$ cat src/icache_pkg.sv
/*
 * Instruction cache shared definitions
 * Geometry, address field widths and the tag entry stored in the tag RAM
 */

package icache_pkg;

  // Fetch address and instruction word widths
  localparam int ADDR_W = 32;
  localparam int DATA_W = 32;

  // Scrambling key width
  localparam int KEY_W = 64;

  // Default cache depth, one 32-bit word per line
  localparam int DEFAULT_LINES = 16;
  localparam int DEFAULT_IDX_W = $clog2(DEFAULT_LINES);

  // Tag is everything above the index and the byte offset
  localparam int TAG_W = ADDR_W - 2 - DEFAULT_IDX_W;

  // Address layout of a fetch
  //   [1:0]             byte offset, ignored
  //   [IdxW+1:2]        line index
  //   [ADDR_W-1:IdxW+2] tag
  // A deeper cache leaves the upper tag bits at zero
  typedef struct packed {
    logic [TAG_W-1:0] tag;
  } tag_entry_t;

endpackage
$ cat src/icache_ram_if.sv
/*
 * Cache RAM port
 * Single-port request bundle between a RAM user and a scrambled RAM
 */

`timescale 1ns/1ps

interface icache_ram_if #(
  parameter int  IdxW      = 4,
  parameter type payload_t = logic [31:0]
) ();

  logic            req;
  logic            write;
  logic [IdxW-1:0] addr;
  payload_t        wdata;
  // Valid one cycle after a read request
  payload_t        rdata;

  modport user (
    output req,
    output write,
    output addr,
    output wdata,
    input  rdata
  );

  modport ram (
    input  req,
    input  write,
    input  addr,
    input  wdata,
    output rdata
  );

endinterface

$ cat src/icache_top.sv
/*
 * Scrambled direct-mapped instruction cache
 * Lookup, refill, key control and two scrambled RAMs
 */

`timescale 1ns/1ps

module icache_top #(
  parameter int                           NumLines = icache_pkg::DEFAULT_LINES,
  parameter logic [icache_pkg::KEY_W-1:0] KeyInit  = 64'h5a3c_96e1_0f87_d24b
) (
  input  logic                          clk,
  input  logic                          rst_n,
  // Core side
  input  logic                          fetch_req_i,
  input  logic [icache_pkg::ADDR_W-1:0] fetch_addr_i,
  input  logic                          inval_i,
  output logic                          fetch_valid_o,
  output logic [icache_pkg::DATA_W-1:0] fetch_rdata_o,
  output logic                          fetch_err_o,
  output logic [icache_pkg::ADDR_W-1:0] fetch_addr_o,
  output logic                          busy_o,
  // Memory side
  output logic                          mem_req_o,
  output logic [icache_pkg::ADDR_W-1:0] mem_addr_o,
  input  logic                          mem_gnt_i,
  input  logic                          mem_rvalid_i,
  input  logic [icache_pkg::DATA_W-1:0] mem_rdata_i,
  input  logic                          mem_err_i,
  // Key provider
  output logic                          key_req_o,
  input  logic                          key_valid_i,
  input  logic [icache_pkg::KEY_W-1:0]  key_i
);

  localparam int IdxW = $clog2(NumLines);

  logic [icache_pkg::KEY_W-1:0]  key;
  logic                          key_ready;
  logic                          miss;
  logic [icache_pkg::ADDR_W-1:0] miss_addr;
  logic                          fill_done;
  logic                          fill_write;
  logic [icache_pkg::DATA_W-1:0] fill_data;
  logic                          fill_err;
  icache_pkg::tag_entry_t        wr_tag;
  logic [IdxW-1:0]               wr_idx;

  icache_ram_if #(.IdxW(IdxW), .payload_t(icache_pkg::tag_entry_t)) tag_ram_if ();
  icache_ram_if #(.IdxW(IdxW), .payload_t(logic [icache_pkg::DATA_W-1:0])) data_ram_if ();

  icache_key_ctrl #(.KeyInit(KeyInit)) key_ctrl_i (
    .clk, .rst_n, .inval_i, .key_valid_i, .key_i, .key_req_o,
    .key_o      (key),
    .key_ready_o(key_ready)
  );

  icache_lookup #(.NumLines(NumLines), .IdxW(IdxW)) lookup_i (
    .clk, .rst_n, .fetch_req_i, .fetch_addr_i, .inval_i,
    .key_ready_i(key_ready),
    .fetch_valid_o, .fetch_rdata_o, .fetch_err_o, .fetch_addr_o, .busy_o,
    .tag_ram    (tag_ram_if),
    .data_ram   (data_ram_if),
    .miss_o     (miss),
    .miss_addr_o(miss_addr),
    .fill_done_i(fill_done),
    .fill_write_i(fill_write),
    .fill_data_i(fill_data),
    .fill_err_i (fill_err),
    .fill_idx_i (wr_idx),
    .fill_tag_i (wr_tag)
  );

  icache_refill #(.IdxW(IdxW)) refill_i (
    .clk, .rst_n,
    .miss_i     (miss),
    .miss_addr_i(miss_addr),
    .mem_req_o, .mem_addr_o, .mem_gnt_i, .mem_rvalid_i, .mem_rdata_i, .mem_err_i,
    .fill_done_o(fill_done),
    .fill_write_o(fill_write),
    .fill_data_o(fill_data),
    .fill_err_o (fill_err),
    .wr_tag_o   (wr_tag),
    .wr_idx_o   (wr_idx)
  );

  icache_scr_ram #(.Depth(NumLines), .payload_t(icache_pkg::tag_entry_t)) tag_ram_i (
    .clk, .rst_n, .key_i(key), .ram(tag_ram_if)
  );

  icache_scr_ram #(.Depth(NumLines), .payload_t(logic [icache_pkg::DATA_W-1:0])) data_ram_i (
    .clk, .rst_n, .key_i(key), .ram(data_ram_if)
  );

endmodule

$ cat src/icache_refill.sv
/*
 * Cache refill
 * Fetches a missing word over the memory port and writes it back
 */

`timescale 1ns/1ps

module icache_refill #(
  parameter int IdxW = icache_pkg::DEFAULT_IDX_W
) (
  input  logic                          clk,
  input  logic                          rst_n,
  input  logic                          miss_i,
  input  logic [icache_pkg::ADDR_W-1:0] miss_addr_i,
  output logic                          mem_req_o,
  output logic [icache_pkg::ADDR_W-1:0] mem_addr_o,
  input  logic                          mem_gnt_i,
  input  logic                          mem_rvalid_i,
  input  logic [icache_pkg::DATA_W-1:0] mem_rdata_i,
  input  logic                          mem_err_i,
  output logic                          fill_done_o,
  output logic                          fill_write_o,
  output logic [icache_pkg::DATA_W-1:0] fill_data_o,
  output logic                          fill_err_o,
  output icache_pkg::tag_entry_t        wr_tag_o,
  output logic [IdxW-1:0]               wr_idx_o
);

  typedef enum logic [1:0] {
    RF_IDLE,
    RF_REQ,
    RF_RESP
  } rf_state_e;

  rf_state_e                     state_q;
  logic [icache_pkg::ADDR_W-1:0] addr_q;
  logic [icache_pkg::ADDR_W-1:0] tag_bits;
  logic                          resp_phase;

  // A response may also land in the grant cycle itself
  assign resp_phase = (state_q == RF_RESP) || (state_q == RF_REQ && mem_gnt_i);

  always_ff @(posedge clk or negedge rst_n) begin
    if (!rst_n) begin
      state_q <= RF_IDLE;
    end else begin
      case (state_q)
        RF_IDLE: if (miss_i) state_q <= RF_REQ;
        RF_REQ: begin
          if (mem_gnt_i) begin
            state_q <= mem_rvalid_i ? RF_IDLE : RF_RESP;
          end
        end
        RF_RESP: if (mem_rvalid_i) state_q <= RF_IDLE;
        default: state_q <= RF_IDLE;
      endcase
    end
  end

  always_ff @(posedge clk) begin
    if (state_q == RF_IDLE && miss_i) begin
      addr_q <= miss_addr_i;
    end
  end

  // Request and word-aligned address are held until the grant
  assign mem_req_o  = (state_q == RF_REQ);
  assign mem_addr_o = {addr_q[icache_pkg::ADDR_W-1:2], 2'b00};

  assign fill_done_o  = resp_phase && mem_rvalid_i;
  assign fill_write_o = fill_done_o && !mem_err_i;
  assign fill_data_o  = mem_rdata_i;
  assign fill_err_o   = mem_err_i;

  assign tag_bits     = addr_q >> (IdxW + 2);
  assign wr_tag_o.tag = tag_bits[icache_pkg::TAG_W-1:0];
  assign wr_idx_o     = addr_q[IdxW+1:2];

endmodule

$ cat src/icache_lookup.sv
/*
 * Cache lookup
 * Accepts fetches, reads tag and data RAMs, resolves hit or miss,
 * owns the valid bits and sweeps them clear on invalidate
 */

`timescale 1ns/1ps

module icache_lookup #(
  parameter int NumLines = icache_pkg::DEFAULT_LINES,
  parameter int IdxW     = $clog2(NumLines)
) (
  input  logic                          clk,
  input  logic                          rst_n,
  input  logic                          fetch_req_i,
  input  logic [icache_pkg::ADDR_W-1:0] fetch_addr_i,
  input  logic                          inval_i,
  input  logic                          key_ready_i,
  output logic                          fetch_valid_o,
  output logic [icache_pkg::DATA_W-1:0] fetch_rdata_o,
  output logic                          fetch_err_o,
  output logic [icache_pkg::ADDR_W-1:0] fetch_addr_o,
  output logic                          busy_o,
  icache_ram_if.user                    tag_ram,
  icache_ram_if.user                    data_ram,
  output logic                          miss_o,
  output logic [icache_pkg::ADDR_W-1:0] miss_addr_o,
  input  logic                          fill_done_i,
  input  logic                          fill_write_i,
  input  logic [icache_pkg::DATA_W-1:0] fill_data_i,
  input  logic                          fill_err_i,
  input  logic [IdxW-1:0]               fill_idx_i,
  input  icache_pkg::tag_entry_t        fill_tag_i
);

  typedef enum logic [2:0] {
    ST_IDLE,
    ST_READ,
    ST_COMPARE,
    ST_WAIT,
    ST_CLEAR
  } state_e;

  state_e                        state_q;
  logic [NumLines-1:0]           valid_q;
  logic [IdxW-1:0]               clr_cnt_q;
  logic                          inval_pend_q;
  logic                          fetch_valid_q;
  logic [icache_pkg::ADDR_W-1:0] addr_q;
  logic [icache_pkg::DATA_W-1:0] rdata_q;
  logic                          err_q;
  logic [icache_pkg::ADDR_W-1:0] tag_bits;
  icache_pkg::tag_entry_t        addr_tag;
  logic [IdxW-1:0]               idx;
  logic                          accept;
  logic                          hit;

  assign idx          = addr_q[IdxW+1:2];
  assign tag_bits     = addr_q >> (IdxW + 2);
  assign addr_tag.tag = tag_bits[icache_pkg::TAG_W-1:0];

  // Busy also covers the result cycle and any outstanding rekey
  assign busy_o = (state_q != ST_IDLE) || fetch_valid_q || inval_pend_q || !key_ready_i;
  assign accept = (state_q == ST_IDLE) && fetch_req_i && !busy_o;
  assign hit    = valid_q[idx] && (tag_ram.rdata == addr_tag);

  // RAM port mux; refill only writes while this side sits in ST_WAIT
  assign tag_ram.req    = (state_q == ST_READ) || fill_write_i;
  assign tag_ram.write  = fill_write_i;
  assign tag_ram.addr   = fill_write_i ? fill_idx_i : idx;
  assign tag_ram.wdata  = fill_tag_i;
  assign data_ram.req   = (state_q == ST_READ) || fill_write_i;
  assign data_ram.write = fill_write_i;
  assign data_ram.addr  = fill_write_i ? fill_idx_i : idx;
  assign data_ram.wdata = fill_data_i;

  always_ff @(posedge clk or negedge rst_n) begin
    if (!rst_n) begin
      state_q       <= ST_IDLE;
      valid_q       <= '0;
      clr_cnt_q     <= '0;
      inval_pend_q  <= 1'b0;
      fetch_valid_q <= 1'b0;
    end else begin
      fetch_valid_q <= 1'b0;
      // Invalidate during a fetch waits for the fetch to finish
      if (inval_i) begin
        inval_pend_q <= 1'b1;
      end
      case (state_q)
        ST_IDLE: begin
          if (accept) begin
            state_q <= ST_READ;
          end else if (inval_i || inval_pend_q) begin
            state_q      <= ST_CLEAR;
            clr_cnt_q    <= '0;
            inval_pend_q <= 1'b0;
          end
        end
        ST_READ: state_q <= ST_COMPARE;
        ST_COMPARE: begin
          if (hit) begin
            fetch_valid_q <= 1'b1;
            state_q       <= ST_IDLE;
          end else begin
            state_q <= ST_WAIT;
          end
        end
        ST_WAIT: begin
          if (fill_done_i) begin
            fetch_valid_q <= 1'b1;
            state_q       <= ST_IDLE;
            // Error responses never become valid lines
            if (fill_write_i) begin
              valid_q[idx] <= 1'b1;
            end
          end
        end
        ST_CLEAR: begin
          valid_q[clr_cnt_q] <= 1'b0;
          clr_cnt_q          <= clr_cnt_q + 1'b1;
          if (clr_cnt_q == IdxW'(NumLines - 1)) begin
            state_q <= ST_IDLE;
          end
        end
        default: state_q <= ST_IDLE;
      endcase
    end
  end

  always_ff @(posedge clk) begin
    if (accept) begin
      addr_q <= fetch_addr_i;
    end
    if (state_q == ST_COMPARE && hit) begin
      rdata_q <= data_ram.rdata;
      err_q   <= 1'b0;
    end
    if (state_q == ST_WAIT && fill_done_i) begin
      rdata_q <= fill_data_i;
      err_q   <= fill_err_i;
    end
  end

  // Miss request is a single pulse out of the compare cycle
  assign miss_o      = (state_q == ST_COMPARE) && !hit;
  assign miss_addr_o = addr_q;

  assign fetch_valid_o = fetch_valid_q;
  assign fetch_rdata_o = rdata_q;
  assign fetch_err_o   = err_q;
  assign fetch_addr_o  = addr_q;

endmodule

$ cat src/icache_key_ctrl.sv
/*
 * Scrambling key control
 * Holds the active key and fetches a fresh one after each invalidate
 */

`timescale 1ns/1ps

module icache_key_ctrl #(
  parameter logic [icache_pkg::KEY_W-1:0] KeyInit = 64'h5a3c_96e1_0f87_d24b
) (
  input  logic                         clk,
  input  logic                         rst_n,
  input  logic                         inval_i,
  input  logic                         key_valid_i,
  input  logic [icache_pkg::KEY_W-1:0] key_i,
  output logic                         key_req_o,
  output logic [icache_pkg::KEY_W-1:0] key_o,
  output logic                         key_ready_o
);

  logic                         req_q;
  logic [icache_pkg::KEY_W-1:0] key_q;

  // Request level rises after the invalidate and drops with the key
  always_ff @(posedge clk or negedge rst_n) begin
    if (!rst_n) begin
      req_q <= 1'b0;
    end else if (req_q) begin
      if (key_valid_i) begin
        req_q <= 1'b0;
      end
    end else if (inval_i) begin
      req_q <= 1'b1;
    end
  end

  // Reset key is fixed so the cache is usable straight out of reset
  always_ff @(posedge clk or negedge rst_n) begin
    if (!rst_n) begin
      key_q <= KeyInit;
    end else if (req_q && key_valid_i) begin
      key_q <= key_i;
    end
  end

  assign key_req_o   = req_q;
  assign key_o       = key_q;
  assign key_ready_o = !req_q;

endmodule

$ cat src/icache_scr_ram.sv
/*
 * Scrambled single-port RAM
 * Payloads are XORed with a key-derived keystream on write and on read
 */

`timescale 1ns/1ps

module icache_scr_ram #(
  parameter int  Depth     = icache_pkg::DEFAULT_LINES,
  parameter type payload_t = logic [icache_pkg::DATA_W-1:0]
) (
  input  logic                         clk,
  input  logic                         rst_n,
  input  logic [icache_pkg::KEY_W-1:0] key_i,
  icache_ram_if.ram                    ram
);

  localparam int PW    = $bits(payload_t);
  localparam int AddrW = $clog2(Depth);

  logic [PW-1:0]    mem [Depth];
  logic [PW-1:0]    rd_raw_q;
  logic [AddrW-1:0] rd_idx_q;

  // Key rotated left by 5 bits per index, low bits kept
  function automatic logic [PW-1:0] keystream(
    input logic [icache_pkg::KEY_W-1:0] key,
    input int unsigned                  idx
  );
    logic [icache_pkg::KEY_W-1:0] rot;
    int unsigned                  sh;
    sh  = (idx * 5) % icache_pkg::KEY_W;
    rot = (key << sh) | (key >> (icache_pkg::KEY_W - sh));
    return rot[PW-1:0];
  endfunction

  always_ff @(posedge clk) begin
    if (ram.req) begin
      if (ram.write) begin
        mem[ram.addr] <= ram.wdata ^ keystream(key_i, int'(ram.addr));
      end else begin
        rd_raw_q <= mem[ram.addr];
      end
    end
  end

  // Index of the last read, needed to rebuild its keystream
  always_ff @(posedge clk or negedge rst_n) begin
    if (!rst_n) begin
      rd_idx_q <= '0;
    end else if (ram.req && !ram.write) begin
      rd_idx_q <= ram.addr;
    end
  end

  // Descrambled with the key in use now, so stale lines decode to garbage
  assign ram.rdata = payload_t'(rd_raw_q ^ keystream(key_i, int'(rd_idx_q)));

endmodule

$ cat config.mk
export PLATFORM = sky130hd
export DESIGN_NAME = icache_top
export DESIGN_NICKNAME = d
export VERILOG_FILES = /design/src/icache_pkg.sv /design/src/icache_ram_if.sv /design/src/icache_top.sv /design/src/icache_refill.sv /design/src/icache_lookup.sv /design/src/icache_key_ctrl.sv /design/src/icache_scr_ram.sv
export SDC_FILE = /design/constraint.sdc
export NUM_CORES = 2
export LEC_CHECK = 0
export ABC_AREA = 1
export BUFFER_PORTS_ARGS = -buffer_cell sky130_fd_sc_hd__buf_2
export CAP_MARGIN = 20
export CELL_PAD_IN_SITES_DETAIL_PLACEMENT = 0
export CELL_PAD_IN_SITES_GLOBAL_PLACEMENT = 1
export CORE_UTILIZATION = 48
export DETAILED_ROUTE_END_ITERATION = 10
export PLACE_DENSITY_LB_ADDON = 0.15
export REMOVE_ABC_BUFFERS = 1
export SKIP_LAST_GASP = 1
export SLEW_MARGIN = 10
export SYNTH_ARGS = -nofsm -noshare
export SYNTH_HDL_FRONTEND = slang
export SYNTH_HIERARCHICAL = 1
export SYNTH_SLANG_ARGS = --single-unit
$ cat constraint.sdc
create_clock -name clk -period 7.1 [get_ports clk]
set_input_delay 1.065 -clock clk [delete_from_list [all_inputs] [get_ports clk]]
set_output_delay 1.065 -clock clk [all_outputs]
set_load 0.03 [all_outputs]
==> impl_metrics.json <==
{
  "outcome": "completed",
  "drt_wl_total_um": 281000,
  "power_frac_seq_pct": 23.5,
  "p_clk_share_pct": 16.6,
  "start_kind": "flop",
  "path_buf_inv": 2,
  "overflow": 0,
  "ys_warn_count": 6,
  "final_core_util_pct": 52.0,
  "power_switching_share_pct": 52.6,
  "relSlewSlack_pct": 16.7,
  "wl_per_cell_um": 26.5,
  "cts_htree_levels": 3,
  "track_usage_pct": 37.1,
  "ioPinCount": 237,
  "setup_ws_ns": 0.775,
  "dr_wl_met3_um": 31400,
  "final_area_um2": 75700,
  "cts_tree": "done",
  "first_global_vias": 57681,
  "die_area_um2": 148000,
  "nNetsFinal": 8784,
  "setup_tns_ns": 0,
  "pwr-share-comb_pct": 59.9,
  "dp.cells": 10414,
  "dp_slack_ns": 0.921,
  "drt_iter0_drc": 9244,
  "drive_gt1_share_pct": 8.92,
  "cts_root_buf": "clkbuf_16",
  "clockBufferDepth": 3,
  "wl_met2_um": 117000,
  "p_leak_nw": 30.5,
  "worstReg2RegStart": "tag_ram_i/rd_idx_q[1]$_DFFE_PN0P_",
  "chipHeight_um": 385,
  "placed_area_um2": 71800,
  "clk_latency_ns": 0.81,
  "switchingPower_mw": 19.5,
  "syn_area_per_cell_um2": 7.97,
  "reg2reg_slack_ns": 0.78,
  "num_vias": 65258,
  "final_max_slew_viol_count": 0,
  "route.detailed.drc": 0,
  "syn2layout_area_growth_pct": 7.67,
  "rows": 140,
  "drv_cap": 0,
  "clkSlewWorstSetupHoldPaths_ns": 0.07,
  "ir_worst_vdd_v": 0.000670,
  "grt_pass1_wl_um": 401000,
  "initial_core_util_pct": 48.3,
  "postCtsSetupBuffers": 0,
  "drt-pass1-iter-count": 7,
  "ant_nets": 0,
  "slowest_stage": "dfrtp_1",
  "met1_length_um": 122000,
  "die_w_um": 385,
  "cts_repair_resize_count": 0,
  "finalCritPeriodShare_pct": 89.1,
  "fmax_mhz": 158,
  "grt_max_degree": 213,
  "finClkSkew_ns": 0.102,
  "core_area_um2": 146000,
  "p_total_mw": 37.1,
  "p_per_area_nw_per_um2": 490,
  "via_per_inst": 6.14,
  "setup_violations": 0,
  "p_int_mw": 17.6,
  "cts_sinks": 1181,
  "synth_area_um2": 70300,
  "worst-r2r-cell-count": 23,
  "hold_buffers": 0,
  "numCtsBuffers": 118,
  "worst_slew_pin_slew_ns": 1.25,
  "worstPathMaxFanout": 33,
  "top_layer": "met5",
  "crit_family": "simple AND/OR/NAND/NOR gates",
  "slowest_delay_ns": 0.87,
  "path_cells": "ha_1, ha_1, fa_1, xor2_4, inv_2, nor2_2, nand3_1, nand2_1, nor2_1, nand2_1, nand2_1, nand2_1, nand2_1, nor2_1, nor2_1, nor2_1, nand2_1, nor2_1, nand2_1, nor2_1, nand3_1, nand2_2, buf_12",
  "min_period_ns": 6.32,
  "port_buffers": 234,
  "critPathCaptureType": "flop",
  "gp_congestion": 1.03,
  "crit_type": "flop to flop",
  "cp_common_cell": "nand2_1",
  "reg2reg_to": "lookup_i/fetch_rdata_o[10]$_DFFE_PP_",
  "fin_cells": 10633,
  "hold_violations": 0,
  "holdWs_ns": 0.409,
  "antenna_found_initial": 5,
  "hold_path_class": "primary input to async pin",
  "dpl.hpwl_um": 191000,
  "rsz0062_at_grt": "no",
  "arrival_ns": 6.73,
  "synthCells": 8821,
  "critPathRequiredTime_ns": 7.51
}
-- worst max path at each step --
stage / from / endpoint / slack (ns) / cells past startpoint
3_5_place_dp: mem_gnt_i / tag_ram_i/mem[15][4]$_DFFE_PP_ / 0.92 / 21
5_1_grt: tag_ram_i/rd_idx_q[1]$_DFFE_PN0P_ / refill_i/addr_q[26]$_DFFE_PP_ / 0.48 / 26
4_1_cts: tag_ram_i/rd_idx_q[1]$_DFFE_PN0P_ / refill_i/addr_q[3]$_DFFE_PP_ / 0.96 / 26
3_3_place_gp: mem_gnt_i / tag_ram_i/mem[15][4]$_DFFE_PP_ / 0.97 / 21
6_report: tag_ram_i/rd_idx_q[1]$_DFFE_PN0P_ / lookup_i/fetch_rdata_o[10]$_DFFE_PP_ / 0.78 / 23
2_1_floorplan: mem_gnt_i / data_ram_i/mem[0][11]$_DFFE_PP_ / -52.57 / 21
-- flip-flops by register name, indices dropped and copies added, names as in the netlist, 16 cells and up --
| name | flops |
|---|---|
| data_ram_i/mem | 512 |
| lookup_i/valid_q | 16 |
| tag_ram_i/mem | 416 |
| data_ram_i/rd_raw_q | 32 |
| tag_ram_i/rd_raw_q | 26 |
| refill_i/addr_q | 30 |
| lookup_i/fetch_addr_o | 32 |
| key_ctrl_i/key_o | 64 |
| lookup_i/fetch_rdata_o | 32 |
-- placed cells by master (no fill, tap or decap), types with 119 or more instances in the layout --
cell and instances:
nor2_1 760, clkbuf_16 119, nand3_1 1943, o22ai_1 233, inv_1 356, buf_2 233, nand2_1 2458, o21ai_0 660
buf_4 145, edfxtp_1 1081
-- power by group through the flow --
stage / Combinational (mW) / Clock (mW) / Sequential [mW]
final: 22.2 / 6.17 / 8.70
after global routing: 24.0 / 6.49 / 8.67
after CTS: 21.5 / 6.25 / 8.66
after detailed placement: 21.4 / 0 / 8.80
after global placement: 21.4 / 0 / 8.80
after floorplan: 13.7 / 0 / 8.60
-- routing by layer --
layer / track usage, % / vias to the layer above
li1: - / 29840
met1: 54.8 / 31334
met4: 14.0 / 4
met3: 8.20 / 471
met5: 0 / -
met2: 53.0 / 3609
-- final cells by class --
type | instances | area (um2)
clock buffer | 147 | 3140
multi-input combinational | 6529 | 30400
antenna | 4 | 10.0
sequential | 1181 | 35000
fill | 13677 | 69900
tap | 1917 | 2400
clock inverter | 67 | 707
timing repair buffer | 392 | 2540
inverter | 396 | 1510
(Power assumes the default switching activity.)
